[config.mk]
export PLATFORM = sky130hd
export DESIGN_NAME = icache_refill
export DESIGN_NICKNAME = d
export VERILOG_FILES = /design/src/verilog/icache_pkg.sv /design/src/verilog/icache_refill.sv
export SDC_FILE = /design/constraint.sdc
export NUM_CORES = 1
export LEC_CHECK = 0
export ABC_CLOCK_PERIOD_IN_PS = 5100
export BUFFER_PORTS_ARGS = -buffer_cell sky130_fd_sc_hd__buf_4
export CORE_UTILIZATION = 39
export DETAILED_ROUTE_END_ITERATION = 7
export HOLD_SLACK_MARGIN = 0.08
export PLACE_DENSITY = 0.94
export SYNTH_ARGS = -nofsm -noshare
export SYNTH_HDL_FRONTEND = slang
export SYNTH_SLANG_ARGS = --single-unit
export TNS_END_PERCENT = 1
[constraint.sdc]
create_clock -name clk -period 5.1 [get_ports clk]
set_input_delay 1.02 -clock clk [delete_from_list [all_inputs] [get_ports clk]]
set_output_delay 1.02 -clock clk [all_outputs]
set_load 0.1 [all_outputs]
[src/verilog/icache_pkg.sv]
`default_nettype none

package icache_pkg;

    localparam int addr_w = 32;
    localparam int line_words = 8;
    localparam int fetch_words = 4;
    localparam int offset_w = 3;
    localparam int line_addr_w = addr_w - offset_w - 2; // Byte offset inside the line dropped.
    localparam int index_max_w = 8;

    typedef struct packed {
        logic [addr_w-1:0] pc;
        logic [2:0]        count; // 1 to 4 words.
    } fetch_req_t;

    typedef struct packed {
        logic [addr_w-1:0]                 pc;
        logic [fetch_words-1:0][31:0]      words; // Slot 0 holds the word at pc.
        logic [fetch_words-1:0]            mask;
    } fetch_pkt_t;

    typedef struct packed {
        logic [line_addr_w-1:0] line_addr;
        logic                   way; // Victim way.
    } refill_req_t;

    // One word written into the arrays by the refill engine.
    typedef struct packed {
        logic                   en;
        logic                   way;
        logic [index_max_w-1:0] index; // Only the low index bits are used.
        logic [offset_w-1:0]    word;
        logic [31:0]            data;
        logic                   set_valid; // Last word of the line.
        logic [line_addr_w-1:0] line_addr; // Tag bits of the line come from here.
    } array_wr_t;

    typedef enum logic [1:0] {
        LK_IDLE,
        LK_CHECK,
        LK_WAIT_REFILL,
        LK_HOLD
    } lookup_state_t;

    typedef enum logic [1:0] {
        RF_IDLE,
        RF_BUS,
        RF_DONE
    } refill_state_t;

endpackage

`default_nettype wire

[src/verilog/icache_refill.sv]
`default_nettype none

module icache_refill (
    input  wire                          clk,
    input  wire                          rst_n,
    input  wire                          refill_valid,
    input  wire icache_pkg::refill_req_t refill_req,
    output logic                         refill_done,
    output icache_pkg::array_wr_t        wr,
    output logic                         wb_cyc,
    output logic                         wb_stb,
    output logic [31:0]                  wb_adr,
    input  wire [31:0]                   wb_dat_i,
    input  wire                          wb_ack
);
    import icache_pkg::*;

    localparam logic [offset_w-1:0] last_word = offset_w'(line_words - 1);

    refill_state_t       state;
    refill_req_t         cur;
    logic [offset_w-1:0] word_cnt;
    logic                take_word;

    assign take_word = (state == RF_BUS) && wb_stb && wb_ack;
    assign refill_done = (state == RF_DONE); // One cycle after the last ack.
    assign wb_adr = {cur.line_addr, word_cnt, 2'b00};

    // Every acked word goes straight into the chosen way.
    always_comb begin
        wr.en = take_word;
        wr.way = cur.way;
        wr.index = cur.line_addr[index_max_w-1:0];
        wr.word = word_cnt;
        wr.data = wb_dat_i;
        wr.set_valid = take_word && (word_cnt == last_word);
        wr.line_addr = cur.line_addr;
    end

    always_ff @(posedge clk or negedge rst_n) begin
        if (!rst_n) begin
            state <= RF_IDLE;
            wb_cyc <= 1'b0;
            wb_stb <= 1'b0;
            word_cnt <= '0;
        end else begin
            case (state)
                RF_IDLE: begin
                    if (refill_valid) begin
                        wb_cyc <= 1'b1;
                        wb_stb <= 1'b1;
                        word_cnt <= '0;
                        state <= RF_BUS;
                    end
                end
                RF_BUS: begin
                    if (take_word) begin
                        wb_stb <= 1'b0; // One idle cycle between words.
                        if (word_cnt == last_word) begin
                            wb_cyc <= 1'b0;
                            state <= RF_DONE;
                        end else begin
                            word_cnt <= word_cnt + 1'b1;
                        end
                    end else if (!wb_stb) begin
                        wb_stb <= 1'b1;
                    end
                end
                default: state <= RF_IDLE;
            endcase
        end
    end

    always_ff @(posedge clk) begin
        if (state == RF_IDLE && refill_valid) begin
            cur <= refill_req;
        end
    end

    a_stb_in_cyc: assert property (@(posedge clk) disable iff (!rst_n)
        wb_stb |-> wb_cyc);

    a_adr_held: assert property (@(posedge clk) disable iff (!rst_n)
        wb_stb && !wb_ack |=> wb_stb && $stable(wb_adr));

endmodule

`default_nettype wire

==> impl_metrics.json <==
{
  "status": "completed",
  "post-synth-top-area-cell": "edfxtp_1",
  "syn_to_final_growth_pct": 23.3,
  "coreArea_um2": 4320,
  "drc": 0,
  "powerDensity_nw_per_um2": 693,
  "grt_pass1_wl_um": 4960,
  "syn_area_per_cell_um2": 12.5,
  "cts_hold_buf": 0,
  "synth_edf_count": 28,
  "yosysMostFrequentCell": "buf_4",
  "via_per_inst": 4.55,
  "grtUsageTotal": 0.136,
  "drt_iter0_drc": 35,
  "min_path_cells": 2,
  "drv_slew": 0,
  "end_kind": "primary output",
  "fillCellCount": 403,
  "cts_setup_buffers": 0,
  "ys_seq_elements": 35,
  "slew_headroom": 0.281,
  "clock-root-buffer": "clkbuf_8",
  "reg2reg_depth": 2,
  "synth_cell_types": 18,
  "syn_area_um2": 1750,
  "netlist_top_cells_area": "edfxtp_1 48%, buf_4 31%, dfrtp_1 10%",
  "grt_pass1_vias": 1021,
  "multi_input_area_um2": 170,
  "final_layout_size_suffix_gt1_frac": 0.635,
  "fin_area_um2": 2160,
  "crit_fanout": 8,
  "leakagePower_nw": 0.995,
  "clock-skew-final_ps": 5.87,
  "post_cts_resized": 0,
  "drv_cap": 0,
  "port_buffers": 105,
  "min_period_over_period": 0.564,
  "tightestPinTransition_ps": 1080,
  "hold_viol": 0,
  "clk_path_buf_depth": 2,
  "die_area_um2": 4770,
  "cp.arrival_ps": 1860,
  "cts_made_buffers": 5,
  "grt_overflow": 0,
  "syn_inst": 140,
  "place.gp.congestion": 0.660,
  "ios": 172,
  "grt_max_degree": 29,
  "row_count": 24,
  "die_height_um": 69.0,
  "cts_max_level": 2,
  "antenna_found_initial": 0,
  "ys_seq_area_frac": 0.580,
  "final_nets": 246,
  "regArea_um2": 1020,
  "hp-class": "reg2reg",
  "hold_ws_ps": 526,
  "startpoint_type": "input pin",
  "worstSkewPairLatency_ps": 280,
  "cts_tree": "done",
  "path_class": "in2out",
  "ant_nets": 0,
  "final.min_clock_period_ps": 2880,
  "ir_drop_uv": 624,
  "synth_top_area_frac": 0.480,
  "place_area_um2": 2060,
  "clk_pin_slew_worst_paths_ps": 70,
  "die_x_um": 69.0,
  "routed_wirelength_um": 3310,
  "num_vias": 1059,
  "critPathRequiredTime_ps": 4080,
  "antenna-diode-count": 0,
  "finalSetupTns_ps": 0,
  "rsz0062_at_grt": "no",
  "yosys_most_used_dff": "edfxtp_1",
  "dpl.hpwl_um": 2610,
  "timing.fmax_mhz": 348,
  "ys_top_cells_by_count": "73 x buf_4, 28 x edfxtp_1, 7 x dfrtp_1, 6 x inv_1, 6 x nor2_1",
  "cts.sinks": 35,
  "start_util": 0.405,
  "async_reset_ff_frac": 0.200,
  "dr.pass1.iters": 4,
  "yosysWarningCount": 0,
  "setup_viol_count_final": 0,
  "wl_per_cell_um": 14.2
}
registers in the layout (all words and copies together) (netlist names):
name      cells
state         2
word_cnt      3
wb_stb        1
wb_cyc        1
wr            1
wb_adr       27
routing by layer:
metal | track usage | share of wire | vias up
met4 | 0.0499 | 0.016 | 0
met5 | 0 | 0 | -
met1 | 0.137 | 0.33 | 500
met2 | 0.243 | 0.54 | 85
met3 | 0.0658 | 0.11 | 10
li1 | - | - | 464
through the flow:
step	cells	util	power [W]	setup WS, ps
2_1_floorplan	141	-	0.00129	467
6_report	233	0.500	0.00150	2220
3_3_place_gp	225	0.477	0.00128	2250
4_1_cts	233	0.500	0.00151	2220
5_1_grt	233	0.500	0.00155	2150
3_5_place_dp	225	0.477	0.00129	2230
where the power goes:
| part | total, W | internal, W | leakage [nW] | switching (W) |
|---|---|---|---|---|
| logic | 0.000872 | 0.000153 | 0.606 | 0.000719 |
| registers | 0.000411 | 0.000370 | 0.337 | 0.0000416 |
| clock network | 0.000215 | 0.000123 | 0.0515 | 0.0000920 |
| total | 0.00150 | 0.000646 | 0.995 | 0.000853 |
kinds of logic after synthesis:
family                     share of synthesized area
muxes                                         0.0114
and+or+nand+nor                               0.0478
adders and majority gates                     0.0143
buffers and inverters                          0.325
other                                        0.00214
DFF                                            0.580
AOI/OAI and AO/OA                             0.0193
layout make-up:
cell class,instances,share of cell area
inverters,6,0.0104
flip-flops and latches,35,0.470
multi-input cells,27,0.0787
well taps,52,0.0301
repair buffers,105,0.365
clock buffers,8,0.0463
cell usage in the layout, fill, tap and decap left out:
master / instances
nand2b_4: 1
a31oi_1: 1
o22a_2: 1
edfxtp_1: 28
ha_1: 2
or4_1: 1
dfrtp_1: 7
inv_1: 6
buf_4: 105
or3b_2: 1
o21ai_0: 2
nor3_1: 3
nand3_1: 1
conb_1: 2
nand2_1: 3
clkbuf_8: 7
mux2i_1: 2
nor2_1: 6
o211ai_1: 1
clkbuf_1: 1
critical path, cell delays in order:
cell and delay, ps:
buf_4 70, nand2_1 140, nor3_1 280, buf_4 340
worst paths after layout:
path / startpoint / to / slack, ps
max in group asynchronous: rst_n / word_cnt[2]$_DFFE_PN0P_ / 4420
worst min-delay path: wb_cyc$_DFFE_PN0P_ / wb_cyc$_DFFE_PN0P_ / 530
worst max register to register: state[0]$_DFFE_PN0P_ / wb_adr[19]$_DFFE_PP_ / 2920
min in group asynchronous: rst_n / state[0]$_DFFE_PN0P_ / 540
worst max-delay path: wb_ack / wr[27] / 2220
worst min register to register: wb_cyc$_DFFE_PN0P_ / wb_cyc$_DFFE_PN0P_ / 530
Note: power is estimated with default switching activity, not from simulation.
