--- config.mk ---
export PLATFORM = sky130hd
export DESIGN_NAME = icache_lookup_stage
export DESIGN_NICKNAME = d
export VERILOG_FILES = /design/src/verilog/icache_pkg.sv /design/src/verilog/icache_lookup_stage.sv
export SDC_FILE = /design/constraint.sdc
export NUM_CORES = 1
export LEC_CHECK = 0
export BUFFER_PORTS_ARGS = -buffer_cell sky130_fd_sc_hd__clkbuf_2
export CAP_MARGIN = 5
export CORE_AREA = 2 2 311 313
export DETAILED_ROUTE_END_ITERATION = 10
export DIE_AREA = 0 0 313 315
export SYNTH_ARGS = -nofsm -noshare
export SYNTH_HDL_FRONTEND = slang
export SYNTH_SLANG_ARGS = --single-unit
--- constraint.sdc ---
create_clock -name clk -period 7.55 [get_ports clk]
set_input_delay 0.755 -clock clk [delete_from_list [all_inputs] [get_ports clk]]
set_output_delay 0.755 -clock clk [all_outputs]
set_load 0.05 [all_outputs]
--- src/verilog/icache_pkg.sv ---
`default_nettype none

package icache_pkg;

    localparam int addr_w = 32;
    localparam int line_words = 8;
    localparam int fetch_words = 4;
    localparam int offset_w = 3;
    localparam int line_addr_w = addr_w - offset_w - 2; // Byte offset inside the line dropped.
    localparam int index_max_w = 8;

    typedef struct packed {
        logic [addr_w-1:0] pc;
        logic [2:0]        count; // 1 to 4 words.
    } fetch_req_t;

    typedef struct packed {
        logic [addr_w-1:0]                 pc;
        logic [fetch_words-1:0][31:0]      words; // Slot 0 holds the word at pc.
        logic [fetch_words-1:0]            mask;
    } fetch_pkt_t;

    typedef struct packed {
        logic [line_addr_w-1:0] line_addr;
        logic                   way; // Victim way.
    } refill_req_t;

    // One word written into the arrays by the refill engine.
    typedef struct packed {
        logic                   en;
        logic                   way;
        logic [index_max_w-1:0] index; // Only the low index bits are used.
        logic [offset_w-1:0]    word;
        logic [31:0]            data;
        logic                   set_valid; // Last word of the line.
        logic [line_addr_w-1:0] line_addr; // Tag bits of the line come from here.
    } array_wr_t;

    typedef enum logic [1:0] {
        LK_IDLE,
        LK_CHECK,
        LK_WAIT_REFILL,
        LK_HOLD
    } lookup_state_t;

    typedef enum logic [1:0] {
        RF_IDLE,
        RF_BUS,
        RF_DONE
    } refill_state_t;

endpackage

`default_nettype wire

--- src/verilog/icache_lookup_stage.sv ---
`default_nettype none

module icache_lookup_stage #(
    parameter int num_sets = 16,
    localparam int index_w = $clog2(num_sets),
    localparam int tag_w = icache_pkg::addr_w - index_w - icache_pkg::offset_w - 2
) (
    input  wire                          clk,
    input  wire                          rst_n,
    input  wire                          flush,
    input  wire                          s1_valid,
    input  wire icache_pkg::fetch_req_t  s1_req,
    output logic                         s1_ready,
    input  wire [1:0][tag_w-1:0]         tag_q,
    input  wire [1:0]                    valid_q,
    input  wire [1:0][icache_pkg::line_words-1:0][31:0] line_q,
    output logic                         replay_en,
    output logic [index_w-1:0]           replay_index,
    output logic                         refill_valid,
    output icache_pkg::refill_req_t      refill_req,
    input  wire                          refill_done,
    output logic                         resp_valid,
    input  wire                          resp_ready,
    output icache_pkg::fetch_pkt_t       resp
);
    import icache_pkg::*;

    lookup_state_t       state;
    fetch_req_t          lk_req; // Request waiting on a refill.
    logic                lk_flushed;
    logic [num_sets-1:0] lru; // Points at the least recently used way.

    fetch_req_t          cur_req;
    logic [index_w-1:0]  cur_index;
    logic [tag_w-1:0]    cur_tag;
    logic [offset_w-1:0] cur_off;
    logic [1:0]          hit;
    logic                hit_way;
    logic                victim;
    logic                take;
    logic                load_resp;
    logic                start_refill;
    fetch_pkt_t          pkt;

    assign cur_req = (state == LK_CHECK) ? lk_req : s1_req;
    assign cur_index = cur_req.pc[offset_w+2 +: index_w];
    assign cur_tag = cur_req.pc[addr_w-1 -: tag_w];
    assign cur_off = cur_req.pc[offset_w+1:2];

    assign hit[0] = valid_q[0] && (tag_q[0] == cur_tag);
    assign hit[1] = valid_q[1] && (tag_q[1] == cur_tag);
    assign hit_way = hit[1];
    assign victim = !valid_q[0] ? 1'b0 : (!valid_q[1] ? 1'b1 : lru[cur_index]);

    assign s1_ready = (state == LK_IDLE) || (state == LK_HOLD && resp_ready);
    assign take = (s1_valid && s1_ready) || state == LK_CHECK;
    assign load_resp = take && (|hit) && !flush;
    // A flushed miss still refills so the line is there next time.
    assign start_refill = take && !(|hit) && !(flush && state == LK_CHECK);

    // Replay the missed line, then restore the read of whatever waits in s1.
    assign replay_en = (state == LK_WAIT_REFILL && refill_done && !lk_flushed && !flush) ||
                       (state == LK_CHECK && s1_valid);
    assign replay_index = (state == LK_CHECK) ? s1_req.pc[offset_w+2 +: index_w] :
                                                lk_req.pc[offset_w+2 +: index_w];

    always_comb begin
        logic [offset_w-1:0] slot;
        pkt.pc = cur_req.pc;
        for (int i = 0; i < fetch_words; i++) begin
            slot = cur_off + offset_w'(i);
            pkt.mask[i] = (i < cur_req.count);
            pkt.words[i] = pkt.mask[i] ? line_q[hit_way][slot] : 32'h0;
        end
    end

    always_ff @(posedge clk or negedge rst_n) begin
        if (!rst_n) begin
            state <= LK_IDLE;
            resp_valid <= 1'b0;
            refill_valid <= 1'b0;
            lk_flushed <= 1'b0;
            lru <= '0;
        end else begin
            refill_valid <= start_refill;
            if (start_refill) begin
                lk_flushed <= flush;
            end else if (flush) begin
                lk_flushed <= 1'b1;
            end
            case (state)
                LK_IDLE, LK_HOLD: begin
                    if (s1_ready || flush) begin
                        resp_valid <= 1'b0;
                        state <= LK_IDLE;
                    end
                end
                LK_WAIT_REFILL: begin
                    if (refill_done) begin
                        state <= (lk_flushed || flush) ? LK_IDLE : LK_CHECK;
                    end
                end
                default: state <= LK_IDLE;
            endcase
            if (load_resp) begin
                resp_valid <= 1'b1;
                lru[cur_index] <= ~hit_way;
                state <= LK_HOLD;
            end
            if (start_refill) begin
                state <= LK_WAIT_REFILL;
            end
        end
    end

    always_ff @(posedge clk) begin
        if (load_resp) begin
            resp <= pkt;
        end
        if (start_refill) begin
            lk_req <= cur_req;
            refill_req.line_addr <= cur_req.pc[addr_w-1 -: line_addr_w];
            refill_req.way <= victim;
        end
    end

    a_resp_held: assert property (@(posedge clk) disable iff (!rst_n)
        resp_valid && !resp_ready |=> $stable(resp));

endmodule

`default_nettype wire

==> metrics.md <==
| Metric | Value |
|---|---|
| Status | completed |
| Area Overhead vs Synth | 32.8% |
| CTS root buf | clkbuf_16 |
| Total area of sequential cells | 0.00653 mm2 |
| Hold buffers post-CTS | 0 |
| Post-synth cell types | 56 |
| Fillers | 10,500 |
| Crit path max fanout | 67 |
| Synth Register Bits | 221 |
| DR pass1 iterations | 6 |
| Final Util | 25.4% |
| Clock slew at reported path FFs | 0.06 ns |
| Net count after synthesis | 2,670 |
| Nets | 3,300 |
| Post-route ant nets | 0 |
| Synth area leader | edfxtp_1 |
| Cells after Synth | 2,063 |
| Peak Freq | 187 MHz |
| Multi-input combinational cell area | 0.0107 mm2 |
| Sw Pwr | 2.75 mW |
| Die H | 315 um |
| Main synth FF type | edfxtp_1 |
| Crit. End Element | flip-flop |
| Die W | 313 um |
| Vias | 21,500 |
| Post-route setup slack | 2.19 ns |
| Synth Warn # | 0 |
| Vias in the first global route | 20,300 |
| Final setup TNS | 0 ns |
| Tcrit/Tclk final | 71.0% |
| Min Hold Slack | 0.124 ns |
| Area after DPL | 0.0233 mm2 |
| Die area | 0.0986 mm2 |
| WP data required | 7.80 ns |
| Syn_area_per_cell | 8.88 um2 |
| Hpwl dp | 96,400 um |
| Detailed-route vias per instance | 5.37 |
| DRC violations left | 0 |
| Layout cells sized above 1 | 37.2% |
| Top cell type's share of synthesized area | 32.8% |
| EDFF count, synth | 200 |
| PortBufs | 800 |
| Post-route design area | 0.0243 mm2 |
| Hold Crit Class | in2async |
| Setup WS pre-CTS | 2.18 ns |
| Crit path time final | 5.36 ns |
| Pins Over Slew Limit | 0 |
| Sw Ratio | 45.2% |
| Final hold viol count | 0 |
| Clock skew | 0.0211 ns |
| Netlist Area Pre-Place | 0.0183 mm2 |
| Slew HR | 10.4% |
| Clock sink count | 221 |
| Worst-case clock buffer depth | 3 |
| Commonest non-fill, non-tap cells in the layout | clkbuf_2 (800), nand2_1 (364), edfxtp_1 (200) |
| Max-cap violations | 0 |
| Cts bufs inserted | 31 |
| I/O Pins | 801 |
| Routed WL | 126,000 um |
| First-pass GRT wire length | 169,000 um |
| Setup violators final | 0 |
| Async SR Flop Fraction | 9.50% |
| First-iteration detailed-routing DRC count | 2,385 |
| Drt wl/cell | 31.4 um |
| Global placer's final weighted congestion | 0.948 |
| Htree depth | 1 |
| RSZ-0062 raised after global routing | no |
| Total global routing overflow | 0 |
| Pleak | 10.4 nW |
| Register area share after synthesis | 35.6% |
| Clock power share | 24.6% |
| Crit Path Category | reg2reg |
| Reg power frac | 26.1% |
| Pint | 3.34 mW |
| WP data arrival | 5.60 ns |
| Initial Utilization | 19.1% |
| Initial antenna violation count | 25 |
| FP Rows | 114 |
| Top cells by area, synth | edfxtp_1 (33%), nand2_1 (7.6%), a211oi_1 (6.9%), mux2i_1 (4.4%), a21oi_1 (4.2%) |
| Commonest non-fill, non-tap cell in the layout | clkbuf_2 |
| Power share of the combinational group | 49.3% |
| TritonCTS clock tree | done |
| Core ar. | 0.0957 mm2 |
| All-Layer GR Usage | 24.3% |
| Clock Latency Late Sink | 0.62 ns |
| Setup Fix Bufs, Post-CTS | 0 |
| VDD IR-drop max | 0.191 mV |
| Pin count of the biggest net entering global routing | 146 |
| Post-CTS Resized | 0 |
| Startpoint Class | flip-flop |
| Pwr Density | 250 mW/mm2 |
| Worst slew pin tran | 1.34 ns |
power groups by stage:
stage / sequential (mW) / clock (mW) / combinational (mW)
global route: 1.59 / 1.58 / 3.19
finish: 1.59 / 1.50 / 3.00
global placement: 1.61 / 0 / 2.99
detailed placement: 1.61 / 0 / 3.00
CTS: 1.59 / 1.54 / 3.00
floorplan: 1.61 / 0 / 1.83
cell usage after synthesis (8+ instances only):
cell,instances
inv_1,37
a21oi_1,154
a311oi_2,18
o22ai_1,118
nor3_1,11
nand2_1,369
xnor2_1,49
mux4_2,9
and3_1,69
a22oi_1,8
mux2_2,47
buf_4,38
a311oi_1,46
o221ai_1,8
a221o_1,56
nor4_1,19
a21o_1,57
mux2i_2,9
nor2_1,28
buf_6,11
dfrtp_1,21
o21ai_0,67
clkbuf_1,155
a221oi_1,64
edfxtp_1,200
buf_2,32
mux2i_1,80
a31oi_1,64
a211oi_1,168
sequential cells by signal, indices dropped and copies added, names as in the netlist:
| name | cells |
|---|---|
| state | 2 |
| lk_flushed | 1 |
| lk_req | 35 |
| refill_req | 1 |
| resp_valid | 1 |
| refill_valid | 1 |
| resp | 164 |
| lru | 16 |
final timing paths:
check,from,endpoint,slack [ns],cells past startpoint
min in group clk,s1_req[3],resp[132],0.47,2
max in group asynchronous,rst_n,lru[7],7.04,1
max,state[1],resp[119],2.19,9
max reg2reg,state[1],resp[119],2.19,9
min reg2reg,lru[7],lru[7],0.51,1
min,rst_n,refill_valid,0.12,1
through the flow:
stage               std cells  power (mW)
floorplan                2063        3.44
global placement         3936        4.61
detailed placement       3936        4.61
CTS                      3992        6.13
global route             3997        6.36
finish                   4002        6.09
cells by family (layout without fill, tap and decap cells):
family	Yosys count	count (layout)	synth area share, %
buf+inv	281	934	7.20
mux	149	149	9.53
simple gates	517	517	12.3
xor+xnor	50	50	2.39
fa+ha+maj	6	6	0.410
other cells	0	10	0
compound gates	839	839	32.5
flops	221	221	35.6
area by class of cell:
class / count / share of cell area, %
inverters: 39 / 0.643
clock buffers: 37 / 3.28
flip-flops and latches: 221 / 26.8
clock inverters: 19 / 0.817
repair buffers: 839 / 17.9
well taps: 1276 / 6.56
diodes: 10 / 0.103
multi-input cells: 1561 / 43.9
critical path, cell delays in order, from the launching register on:
cell	delay, ns
dfrtp_1	0.41
inv_1	0.12
ha_4	0.79
mux2i_1	0.50
xnor2_1	0.15
nor4_1	0.37
and4_4	0.55
and2_4	0.78
o21a_4	0.68
buf_12	0.39
metal layers:
metal | GRT usage [%] | wire length (um) | up-vias
met2 | 43.6 | 63400 | 1307
met4 | 9.53 | 5500 | 20
met1 | 28.0 | 46500 | 10500
met5 | 0 | 138 | -
met3 | 5.17 | 10300 | 234
li1 | - | - | 9393
No activity file was read; power rests on OpenSTA's default activity.
