### src/verilog/icache_pkg.sv
`default_nettype none

package icache_pkg;

    localparam int addr_w = 32;
    localparam int line_words = 8;
    localparam int fetch_words = 4;
    localparam int offset_w = 3;
    localparam int line_addr_w = addr_w - offset_w - 2; // Byte offset inside the line dropped.
    localparam int index_max_w = 8;

    typedef struct packed {
        logic [addr_w-1:0] pc;
        logic [2:0]        count; // 1 to 4 words.
    } fetch_req_t;

    typedef struct packed {
        logic [addr_w-1:0]                 pc;
        logic [fetch_words-1:0][31:0]      words; // Slot 0 holds the word at pc.
        logic [fetch_words-1:0]            mask;
    } fetch_pkt_t;

    typedef struct packed {
        logic [line_addr_w-1:0] line_addr;
        logic                   way; // Victim way.
    } refill_req_t;

    // One word written into the arrays by the refill engine.
    typedef struct packed {
        logic                   en;
        logic                   way;
        logic [index_max_w-1:0] index; // Only the low index bits are used.
        logic [offset_w-1:0]    word;
        logic [31:0]            data;
        logic                   set_valid; // Last word of the line.
        logic [line_addr_w-1:0] line_addr; // Tag bits of the line come from here.
    } array_wr_t;

    typedef enum logic [1:0] {
        LK_IDLE,
        LK_CHECK,
        LK_WAIT_REFILL,
        LK_HOLD
    } lookup_state_t;

    typedef enum logic [1:0] {
        RF_IDLE,
        RF_BUS,
        RF_DONE
    } refill_state_t;

endpackage

`default_nettype wire

### src/verilog/icache_req_stage.sv
`default_nettype none

module icache_req_stage #(
    parameter int num_sets = 16,
    localparam int index_w = $clog2(num_sets)
) (
    input  wire                         clk,
    input  wire                         rst_n,
    input  wire                         flush,
    input  wire                         req_valid,
    input  wire icache_pkg::fetch_req_t req,
    output logic                        req_ready,
    input  wire                         s1_ready,
    output logic                        s1_valid,
    output icache_pkg::fetch_req_t      s1_req,
    output logic                        rd_en,
    output logic [index_w-1:0]          rd_index
);
    import icache_pkg::*;

    logic                accept;
    logic                alive;
    logic [offset_w-1:0] word_off;
    logic [offset_w:0]   room;
    fetch_req_t          clamped;

    // s1_ready is high only when the lookup stage can take s1 this cycle,
    // so the stage is either empty or emptying whenever it is high.
    assign req_ready = alive && !flush && s1_ready;
    assign accept = req_valid && req_ready;

    assign rd_en = accept; // Array read starts with the accept.
    assign rd_index = req.pc[offset_w+2 +: index_w];

    assign word_off = req.pc[offset_w+1:2];
    assign room = (offset_w+1)'(line_words) - {1'b0, word_off};

    // Cut the fetch at the line end.
    always_comb begin
        clamped = req;
        if (room < {1'b0, req.count}) begin
            clamped.count = room[2:0];
        end
    end

    always_ff @(posedge clk or negedge rst_n) begin
        if (!rst_n) begin
            alive <= 1'b0;
            s1_valid <= 1'b0;
        end else begin
            alive <= 1'b1;
            if (flush) begin
                s1_valid <= 1'b0;
            end else if (accept) begin
                s1_valid <= 1'b1;
            end else if (s1_ready) begin
                s1_valid <= 1'b0;
            end
        end
    end

    always_ff @(posedge clk) begin
        if (accept) begin
            s1_req <= clamped;
        end
    end

    // A request stalled by the lookup stage is neither lost nor overwritten.
    a_s1_held: assert property (@(posedge clk) disable iff (!rst_n)
        s1_valid && !s1_ready && !flush |=> s1_valid && $stable(s1_req));

endmodule

`default_nettype wire

### config.mk
export PLATFORM = sky130hd
export DESIGN_NAME = icache_req_stage
export DESIGN_NICKNAME = d
export VERILOG_FILES = /design/src/verilog/icache_pkg.sv /design/src/verilog/icache_req_stage.sv
export SDC_FILE = /design/constraint.sdc
export NUM_CORES = 1
export LEC_CHECK = 0
export BUFFER_PORTS_ARGS = -buffer_cell sky130_fd_sc_hd__buf_2
export CAP_MARGIN = 20
export CORE_ASPECT_RATIO = 1.25
export CORE_MARGIN = 1
export CORE_UTILIZATION = 44
export CTS_CLUSTER_DIAMETER = 100
export DETAILED_ROUTE_END_ITERATION = 10
export PLACE_DENSITY = 0.82
export SYNTH_ARGS = -nofsm -noshare
export SYNTH_HDL_FRONTEND = slang
export SYNTH_SLANG_ARGS = --single-unit
### constraint.sdc
create_clock -name clk -period 4.8 [get_ports clk]
set_input_delay 0 -clock clk [delete_from_list [all_inputs] [get_ports clk]]
set_output_delay 0 -clock clk [all_outputs]
set_load 0.05 [all_outputs]
==> results of run 1 <==
==> layout make-up <==
class / count / share of cell area (%)
clock buffer: 5 / 1.715
sequential: 37 / 50.31
tap: 34 / 1.944
timing repair buffer: 121 / 36.71
clock inverter: 3 / 1.887
inverter: 4 / 0.6861
multi-input combinational: 18 / 6.747
==> critical path, delay by kind of cell <==
family | cells | cell delay, ns
compound gates | 1 | 0.34
mux | 1 | 0.37
simple gates | 1 | 0.39
fa+ha+maj | 2 | 0.54
buf+inv | 3 | 0.73
==> per-layer routing <==
layer / global-route usage (%) / part of all wire, % / vias up / routed length (um)
li1: - / - / 479 / -
met1: 20.47 / 30 / 473 / 1088
met2: 53.00 / 62 / 52 / 2247
met3: 7.786 / 5.7 / 9 / 207
met4: 11.81 / 2.4 / 0 / 86
met5: 0 / 0 / - / 0
==> cell families (layout without fill, tap and decap cells) <==
kind of cell / after synthesis / count (layout)
AO/OA/AOI/OAI: 3 / 3
XOR/XNOR: 1 / 1
adder cells (fa/ha/maj): 3 / 3
buffers and inverters: 8 / 133
flip-flops: 37 / 37
multiplexers: 3 / 3
other: 1 / 1
AND/OR/NAND/NOR: 7 / 7
==> registers in the layout, summed over array words and instances, names as in the netlist <==
signal / count
s1_req: 35
s1_valid: 1
alive: 1
==> worst paths after layout <==
| kind | from | end | slack (ns) |
|---|---|---|---|
| min in group asynchronous | rst_n | s1_valid$_DFFE_PN0P_ | 0.51 |
| setup / recovery | req[5] | s1_req[2]$_DFFE_PP_ | 2.54 |
| setup reg to reg | alive$_DFF_PN0_ | s1_req[32]$_DFFE_PP_ | 3.05 |
| hold reg to reg | alive$_DFF_PN0_ | s1_req[10]$_DFFE_PP_ | 1.05 |
| hold / removal | req_valid | s1_req[10]$_DFFE_PP_ | 0.26 |
| max in group asynchronous | rst_n | alive$_DFF_PN0_ | 4.14 |
==> where the power goes <==
part           internal (mW)  switching [mW]  total, mW  leakage, nW
sequential             0.361         0.00185      0.363        0.343
clock                  0.108           0.109      0.217       0.0389
combinational         0.0459          0.0544      0.100        0.575
total                  0.515           0.165      0.680        0.957
==> placed cells by master (no fill, tap or decap) <==
master,instances
sky130_fd_sc_hd__dlygate4sd3_1,39
sky130_fd_sc_hd__mux2_1,3
sky130_fd_sc_hd__dfrtp_1,2
sky130_fd_sc_hd__and2_1,1
sky130_fd_sc_hd__edfxtp_1,35
sky130_fd_sc_hd__ha_1,3
sky130_fd_sc_hd__buf_2,81
sky130_fd_sc_hd__nand2_1,1
sky130_fd_sc_hd__or3b_1,1
sky130_fd_sc_hd__nand3_1,1
sky130_fd_sc_hd__conb_1,1
sky130_fd_sc_hd__buf_4,1
sky130_fd_sc_hd__bufinv_16,1
sky130_fd_sc_hd__a21oi_1,1
sky130_fd_sc_hd__clkbuf_4,5
sky130_fd_sc_hd__nor3_1,1
sky130_fd_sc_hd__nor2_1,1
sky130_fd_sc_hd__o21a_1,1
sky130_fd_sc_hd__a211oi_2,1
sky130_fd_sc_hd__inv_1,4
sky130_fd_sc_hd__xnor2_1,1
sky130_fd_sc_hd__clkinvlp_4,1
sky130_fd_sc_hd__clkinv_1,1
sky130_fd_sc_hd__nand2b_1,1
==> metrics by stage <==
step                      setup WS [ns]  util (%)  total power, mW
final                             2.542     80.08           0.6800
after global routing              2.469     80.08           0.7023
after CTS                         2.559     80.08           0.6736
after detailed placement          2.715     62.91           0.4433
after global placement            2.893     62.91           0.4386
after floorplan                   2.034         -           0.4163
==> results_tabular.tex, run 1 <==
\begin{tabular}{lr}
\hline
Metric & Value \\
\hline
\multicolumn{2}{l}{\textbf{Drt}} \\
\quad Total number of vias & 1013 \\
\quad Number of nets with antenna violations after routing & 0 \\
\quad 1st-iter DRT viols & 42 \\
\quad Number of iterations in the first detailed-routing pass & 4 \\
\quad Count of unresolved DRC violations after routing & 0 \\
\quad Routed Wire Length & 3.629 mm \\
\quad Avg Vias per Cell & 4.563 \\
\quad Wire length per cell & 16.35 um \\
\multicolumn{2}{l}{\textbf{Pwr}} \\
\quad Power density relative to cell area & 310.7 mW/mm\^{}2 \\
\quad Leak Pwr & 0.9568 nW \\
\quad Max IR drop VDD & 0.2943 mV \\
\multicolumn{2}{l}{\textbf{Synth}} \\
\quad Count of flip-flops with a built-in enable after synthesis & 35 \\
\quad Synthesized flop and latch total & 37 \\
\quad Top cells by count, synth & sky130\_fd\_sc\_hd\_\_edfxtp\_1, sky130\_fd\_sc\_hd\_\_buf\_4, sky130\_fd\_sc\_hd\_\_inv\_1 \\
\quad Area share of fa/ha/maj cells after synthesis & 2.901\% \\
\quad Ys flop type & sky130\_fd\_sc\_hd\_\_edfxtp\_1 \\
\quad Mean Syn Cell Area & 20.54 um\^{}2 \\
\quad Area fraction in compound gates after synthesis & 1.934\% \\
\quad Post-synth cell types & 18 \\
\quad Leading cell type by number of instances after synthesis & sky130\_fd\_sc\_hd\_\_edfxtp\_1 \\
\quad Synthesized-area fraction occupied by and/or/nand/nor cells & 2.998\% \\
\quad Multiplexer share of the synthesized area & 2.611\% \\
\quad Main combinational cell family by area after synthesis & buffers and inverters \\
\quad Sequential fraction of the synthesis area & 85.11\% \\
\quad Xor and xnor area share after synthesis & 0.6770\% \\
\quad Cells after synthesis & 63 \\
\quad Top-area cell type share of the netlist area & 81.24\% \\
\quad Post-Syn Area & 0.001294 mm\^{}2 \\
\quad Synth async-reset ratio & 5.405\% \\
\quad Most area-consuming cells after synthesis & sky130\_fd\_sc\_hd\_\_edfxtp\_1, sky130\_fd\_sc\_hd\_\_dfrtp\_1, sky130\_fd\_sc\_hd\_\_ha\_1 \\
\quad Yosys warns & 0 \\
\quad Net count of the mapped netlist & 106 \\
\quad Cell taking the most area after synthesis & sky130\_fd\_sc\_hd\_\_edfxtp\_1 \\
\multicolumn{2}{l}{\textbf{Clocking}} \\
\quad Clock Pin Slew Worst Setup and Hold Paths & 0.12 ns \\
\quad Clock latency reported for the late side of the worst-skew pair & 0.36 ns \\
\quad Buffer cell driving the clock tree root & sky130\_fd\_sc\_hd\_\_clkbuf\_4 \\
\quad Number of instances resized during post-cts repair & 0 \\
\quad Post-CTS setup buffers & 0 \\
\quad Bufs on Longest Clock Path & 2 \\
\quad Num CTS Buffers & 5 \\
\quad Clock tree from TritonCTS & built \\
\quad Number of hold buffers added after cts & 39 \\
\quad Sinks on the clock net & 37 \\
\quad Deepest level of the CTS H-tree & 2 \\
\multicolumn{2}{l}{\textbf{Worst setup path}} \\
\quad Most frequent CP cell & sky130\_fd\_sc\_hd\_\_ha\_1 \\
\quad Critical path cell sequence & dlygate4sd3\_1, buf\_2, inv\_1, ha\_1, ha\_1, or3b\_1, a211oi\_2, mux2\_1 \\
\quad Kind of end point of the critical path & flip-flop \\
\quad R2R depth & 4 \\
\quad Arrival time at the worst endpoint & 2.37 ns \\
\quad Critical path start-end classification & input pin to flip-flop \\
\quad Startpoint Class & input pin \\
\quad Delay of the slowest cell on the worst path & 0.52 ns \\
\quad Slowest stage cell, crit path & sky130\_fd\_sc\_hd\_\_dlygate4sd3\_1 \\
\quad Top fanout value on the critical path & 5 \\
\quad Data required time at the worst endpoint & 4.91 ns \\
\multicolumn{2}{l}{\textbf{Die}} \\
\quad FP Rows & 21 \\
\quad Initial core utilization & 47.34\% \\
\quad Chip Width & 50.50 um \\
\quad DIE AREA & 0.003163 mm\^{}2 \\
\quad Overall die height & 62.63 um \\
\quad \# IOs & 82 \\
\quad Total core area & 0.002733 mm\^{}2 \\
\multicolumn{2}{l}{\textbf{Cells and area}} \\
\quad Post-route cell area & 0.002188 mm\^{}2 \\
\quad Area added between synthesis and finish & 69.15\% \\
\quad Post-layout nets & 230 \\
\quad Final cell count without fillers & 222 \\
\quad \# diodes & 0 \\
\quad Total area of multi-input combinational cells & 147.6 um\^{}2 \\
\quad Area of all sequential standard cells & 0.001101 mm\^{}2 \\
\quad \# fillers & 178 \\
\quad Layout cells sized above 1 & 47.87\% \\
\multicolumn{2}{l}{\textbf{Flow run}} \\
\quad Max-cap viol count & 0 \\
\multicolumn{2}{l}{\textbf{GRT}} \\
\quad Pin count of the biggest net entering global routing & 27 \\
\quad Wire length of the first global-routing pass & 5.437 mm \\
\quad Global-route congestion overflow total & 0 \\
\quad Global Route Usage Sum & 25.96\% \\
\quad Number of global-route vias before repair & 1143 \\
\quad Antenna violations before repair & 0 \\
\multicolumn{2}{l}{\textbf{Timing}} \\
\quad Number of hold violations in the final report & 0 \\
\quad Period minus WS final & 2.258 ns \\
\quad RSZ-0062 raised after global routing & no \\
\quad Sum of negative setup slack & 0 ns \\
\quad Max Transition Viols Final & 0 \\
\quad Portion of the clock cycle consumed by the worst path in the final layout & 47.03\% \\
\quad Clock skew & 0.02200 ns \\
\quad Worst hold slack across all endpoints & 0.2635 ns \\
\quad Fmax & 443.0 MHz \\
\quad Setup-failing EPs final & 0 \\
\multicolumn{2}{l}{\textbf{Placement}} \\
\quad Cell area after placement & 0.001719 mm\^{}2 \\
\quad HPWL reported at the end of detailed placement & 2.045 mm \\
\quad PortBufs & 81 \\
\quad Cell count after placement & 175 \\
\quad Global placer's final weighted congestion & 0.6856 \\
\multicolumn{2}{l}{\textbf{Worst hold path}} \\
\quad Cells on Worst Hold Path & 2 \\
\quad Hold/Removal Path Class & input pin to flip-flop \\
\multicolumn{2}{l}{\textbf{Status}} \\
\quad Outcome & finished clean \\
\hline
\end{tabular}
Power figures use the tool's default switching activity.
==> run 2, diff against run 1 <==
--- a/config.mk
+++ b/config.mk
@@ -5,14 +5,15 @@
 export SDC_FILE = /design/constraint.sdc
 export NUM_CORES = 1
 export LEC_CHECK = 0
+export ABC_AREA = 1
 export BUFFER_PORTS_ARGS = -buffer_cell sky130_fd_sc_hd__buf_2
 export CAP_MARGIN = 20
 export CORE_ASPECT_RATIO = 1.25
 export CORE_MARGIN = 1
-export CORE_UTILIZATION = 44
+export CORE_UTILIZATION = 41
 export CTS_CLUSTER_DIAMETER = 100
 export DETAILED_ROUTE_END_ITERATION = 10
-export PLACE_DENSITY = 0.82
+export PLACE_DENSITY = 0.77
 export SYNTH_ARGS = -nofsm -noshare
 export SYNTH_HDL_FRONTEND = slang
 export SYNTH_SLANG_ARGS = --single-unit
==> constraint.sdc (replaced) <==
create_clock -name clk -period 2.2 [get_ports clk]
set_input_delay 0 -clock clk [delete_from_list [all_inputs] [get_ports clk]]
set_output_delay 0 -clock clk [all_outputs]
set_load 0.05 [all_outputs]
==> run 2 against run 1 <==
Compared with the run above:
- worst hold slack lost 0.13 ns
- via count grew 3.8%
- sequential power grew 120%
- core utilization shrank 5.9 points
- global-route usage shrank 5.0 points
- routed wire length shrank 10%
- flip-flop and latch count is the same
- clock power grew 53%
- synthesized cell count grew 21%
- cell area grew 1.8%
- sequential share of layout area shrank 0.88 points
- area after synthesis grew 2.3%
- largest power group unchanged
==> results_tabular.tex, run 2 <==
\begin{tabular}{lr}
\hline
Metric & Value \\
\hline
\multicolumn{2}{l}{\textbf{Pwr}} \\
\quad Fraction of power spent switching nets & 25.43\% (+1.1 points) \\
\quad Clock group share of total power & 24.5\% (-7.4 points) \\
\quad Leak Pwr & 1.007 nW (+5.3\%) \\
\quad Combinational cell fraction of total power & 17.2\% (+2.4 points) \\
\quad Power density relative to cell area & 609.5 mW/mm\^{}2 (+96\%) \\
\quad Net switching power of the design & 345.2 uW (+110\%) \\
\quad Internal portion of total power & 1.012 mW (+97\%) \\
\quad Max IR drop VDD & 0.4943 mV (+68\%) \\
\quad Sequential cell fraction of total power & 58.3\% (+4.9 points) \\
\multicolumn{2}{l}{\textbf{Die}} \\
\quad DIE AREA & 0.003461 mm\^{}2 (+9.4\%) \\
\quad Initial core utilization & 44.12\% (-3.2 points) \\
\quad Chip Width & 52.82 um (+4.6\%) \\
\quad FP Rows & 22 (+4.8\%) \\
\quad \# IOs & 82 (unchanged) \\
\quad Total core area & 0.003000 mm\^{}2 (+9.8\%) \\
\quad Overall die height & 65.53 um (+4.6\%) \\
\multicolumn{2}{l}{\textbf{Clocking}} \\
\quad Buffer cell driving the clock tree root & sky130\_fd\_sc\_hd\_\_clkbuf\_4 \\
\quad Deepest level of the CTS H-tree & 2 (unchanged) \\
\quad Clock latency reported for the late side of the worst-skew pair & 0.34 ns (-0.02 ns) \\
\quad Clock Pin Slew Worst Setup and Hold Paths & 0.12 ns (about the same) \\
\quad Num CTS Buffers & 5 (unchanged) \\
\quad Clock tree from TritonCTS & built \\
\quad Sinks on the clock net & 37 (unchanged) \\
\quad Bufs on Longest Clock Path & 2 (unchanged) \\
\multicolumn{2}{l}{\textbf{Synth}} \\
\quad Top cells by count, synth & sky130\_fd\_sc\_hd\_\_edfxtp\_1, sky130\_fd\_sc\_hd\_\_nand2\_1, sky130\_fd\_sc\_hd\_\_inv\_1 \\
\quad Count of flip-flops with a built-in enable after synthesis & 35 (unchanged) \\
\quad Cell taking the most area after synthesis & sky130\_fd\_sc\_hd\_\_edfxtp\_1 \\
\quad Leading cell type by number of instances after synthesis & sky130\_fd\_sc\_hd\_\_edfxtp\_1 \\
\quad Most area-consuming cells after synthesis & sky130\_fd\_sc\_hd\_\_edfxtp\_1, sky130\_fd\_sc\_hd\_\_dfrtp\_1, sky130\_fd\_sc\_hd\_\_ha\_1 \\
\quad Synthesized flop and latch total & 37 (unchanged) \\
\quad Synth async-reset ratio & 5.405\% (unchanged) \\
\quad Sequential fraction of the synthesis area & 83.18\% (-1.9 points) \\
\quad Cells after synthesis & 76 (+21\%) \\
\quad Post-Syn Area & 0.001324 mm\^{}2 (+2.3\%) \\
\quad Top-area cell type share of the netlist area & 79.40\% (-1.8 points) \\
\quad Ys flop type & sky130\_fd\_sc\_hd\_\_edfxtp\_1 \\
\quad Post-synth cell types & 15 (-3) \\
\quad Yosys warns & 0 (unchanged) \\
\quad Mean Syn Cell Area & 17.42 um\^{}2 (-15\%) \\
\quad Net count of the mapped netlist & 119 (+12\%) \\
\multicolumn{2}{l}{\textbf{Timing}} \\
\quad Period minus WS final & 1.673 ns \\
\quad Final setup slack of the worst path & 0.5274 ns (-2.015 ns) \\
\quad Sum of negative setup slack & 0 ns (unchanged) \\
\quad Portion of the clock cycle consumed by the worst path in the final layout & 76.03\% \\
\quad Clock skew & 0.01864 ns (-0.003365 ns) \\
\quad Max Transition Viols Final & 0 (unchanged) \\
\quad Fmax & 597.9 MHz \\
\quad Number of hold violations in the final report & 0 (unchanged) \\
\quad Setup-failing EPs final & 0 (unchanged) \\
\quad RSZ-0062 raised after global routing & no \\
\quad Worst hold slack across all endpoints & 0.1286 ns (-0.1350 ns) \\
\multicolumn{2}{l}{\textbf{Placement}} \\
\quad Worst setup slack after placement & 0.7147 ns (-2.000 ns) \\
\quad PortBufs & 81 (unchanged) \\
\quad Global placer's final weighted congestion & 0.6896 (+0.58\%) \\
\quad HPWL reported at the end of detailed placement & 2.027 mm (-0.86\%) \\
\multicolumn{2}{l}{\textbf{Drt}} \\
\quad Number of iterations in the first detailed-routing pass & 3 (-1) \\
\quad Count of unresolved DRC violations after routing & 0 (unchanged) \\
\quad Number of nets with antenna violations after routing & 0 (unchanged) \\
\quad Avg Vias per Cell & 4.416 (-3.2\%) \\
\quad Routed Wire Length & 3.261 mm (-10\%) \\
\quad 1st-iter DRT viols & 10 (-76\%) \\
\quad Wire length per cell & 13.70 um (-16\%) \\
\quad Total number of vias & 1051 (+3.8\%) \\
\multicolumn{2}{l}{\textbf{Worst setup path}} \\
\quad Critical path start-end classification & flip-flop to output pin \\
\quad Top fanout value on the critical path & 16 (+11) \\
\quad Data required time at the worst endpoint & 2.20 ns (-2.71 ns) \\
\quad Startpoint Class & flip-flop \\
\quad Delay of the slowest cell on the worst path & 0.37 ns (-0.15 ns) \\
\quad Critical path cell sequence & inv\_1, nor2\_1, nand2\_1, nor2\_4, buf\_2 \\
\quad Slowest stage cell, crit path & sky130\_fd\_sc\_hd\_\_nor2\_4 \\
\quad Arrival time at the worst endpoint & 1.67 ns (-0.70 ns) \\
\quad Kind of end point of the critical path & output pin \\
\multicolumn{2}{l}{\textbf{Cells and area}} \\
\quad Max FFs per register & 35 (unchanged) \\
\quad Post-layout nets & 244 (+6.1\%) \\
\quad Commonest non-fill, non-tap cell in the layout & sky130\_fd\_sc\_hd\_\_buf\_2 \\
\quad Largest registers & s1\_req x35, alive x1, s1\_valid x1 \\
\quad Commonest non-fill, non-tap cells in the layout & sky130\_fd\_sc\_hd\_\_buf\_2, sky130\_fd\_sc\_hd\_\_dlygate4sd3\_1, sky130\_fd\_sc\_hd\_\_edfxtp\_1, sky130\_fd\_sc\_hd\_\_nand2\_1, sky130\_fd\_sc\_hd\_\_inv\_1 \\
\quad Largest Register & s1\_req \\
\quad Layout cells sized above 1 & 48.02\% (+0.15 points) \\
\quad \# diodes & 0 (unchanged) \\
\quad Area added between synthesis and finish & 68.24\% \\
\multicolumn{2}{l}{\textbf{Flow run}} \\
\quad Max-cap viol count & 0 (unchanged) \\
\multicolumn{2}{l}{\textbf{GRT}} \\
\quad Pin count of the biggest net entering global routing & 22 (-19\%) \\
\quad Global-route congestion overflow total & 0 (unchanged) \\
\quad Antenna violations before repair & 0 (unchanged) \\
\quad Wire length of the first global-routing pass & 4.740 mm (-13\%) \\
\quad Global Route Usage Sum & 21.00\% (-5.0 points) \\
\quad Number of global-route vias before repair & 1068 (-6.6\%) \\
\multicolumn{2}{l}{\textbf{Worst hold path}} \\
\quad Hold/Removal Path Class & input pin to flip-flop \\
\multicolumn{2}{l}{\textbf{Status}} \\
\quad Outcome & finished clean \\
\hline
\end{tabular}
==> run 2: per-layer routing <==
layer	vias up	wire length (um)	GRT usage, %	part of all wire (%)
met4	0	117	14.80	3.6
met5	-	0	0	0
met3	11	167	5.093	5.1
li1	510	-	-	-
met2	49	1924	38.77	59
met1	481	1052	18.91	32
==> run 2: power groups by stage <==
stage / combinational [mW] / sequential, mW / clock (mW)
after floorplan: 0.0722 / 0.851 / 0
after global placement: 0.171 / 0.807 / 0
after detailed placement: 0.177 / 0.807 / 0
after CTS: 0.231 / 0.791 / 0.342
after global routing: 0.249 / 0.793 / 0.383
final: 0.234 / 0.791 / 0.332
==> run 2: final cells by class <==
class / instances / area [um^2]
multi-input cells: 27 / 170.2
well taps: 36 / 45.04
fillers: 197 / 773.2
clock inverters: 3 / 17.52
repair buffers: 122 / 825.8
flip-flops and latches: 37 / 1101
inverters: 8 / 30.03
clock buffers: 5 / 37.54
==> run 2: critical path, delay by kind of cell, from the launching register on <==
kind	cells	cell delay, ns
buf+inv	2	0.39
flops	1	0.35
simple gates	3	0.58
==> run 2: final timing paths <==
path	start	depth (start not counted)	to	slack (ns)
max in group asynchronous	rst_n	3	s1_valid$_DFFE_PN0P_	1.55
min	req_valid	3	s1_req[8]$_DFFE_PP_	0.13
max	alive$_DFF_PN0_	5	rd_en	0.53
min in group asynchronous	rst_n	3	alive$_DFF_PN0_	0.53
max reg2reg	alive$_DFF_PN0_	5	s1_req[20]$_DFFE_PP_	0.70
min reg2reg	alive$_DFF_PN0_	4	s1_req[8]$_DFFE_PP_	0.91
==> run 2: logic make-up (layout without fill, tap and decap cells) <==
logic type | Yosys count | count (layout) | synth area share, %
flip-flops | 37 | 37 | 83.18
AND/OR/NAND/NOR | 20 | 20 | 6.899
buffers and inverters | 12 | 138 | 4.537
adder cells (fa/ha/maj) | 3 | 3 | 2.836
AO/OA/AOI/OAI | 2 | 2 | 1.607
other | 1 | 1 | 0.2833
XOR/XNOR | 1 | 1 | 0.6617
==> run 2: stage by stage <==
| step | instances | cell area (um^2) | power, mW | utilization, % |
|---|---|---|---|---|
| after floorplan | 76 | 1326 | 0.9232 | - |
| after CTS | 238 | 2227 | 1.364 | 74.23 |
| after detailed placement | 190 | 1772 | 0.9846 | 59.05 |
| after global placement | 190 | 1772 | 0.9775 | 59.05 |
| final | 238 | 2227 | 1.357 | 74.23 |
| after global routing | 238 | 2227 | 1.424 | 74.23 |
==> run 2: repair_timing <==
action                                 4_1_cts  5_1_grt
endpoints found under the hold margin       38        0
gates resized for setup                      0        0
setup buffers                                0        0
hold buffers                                40        0
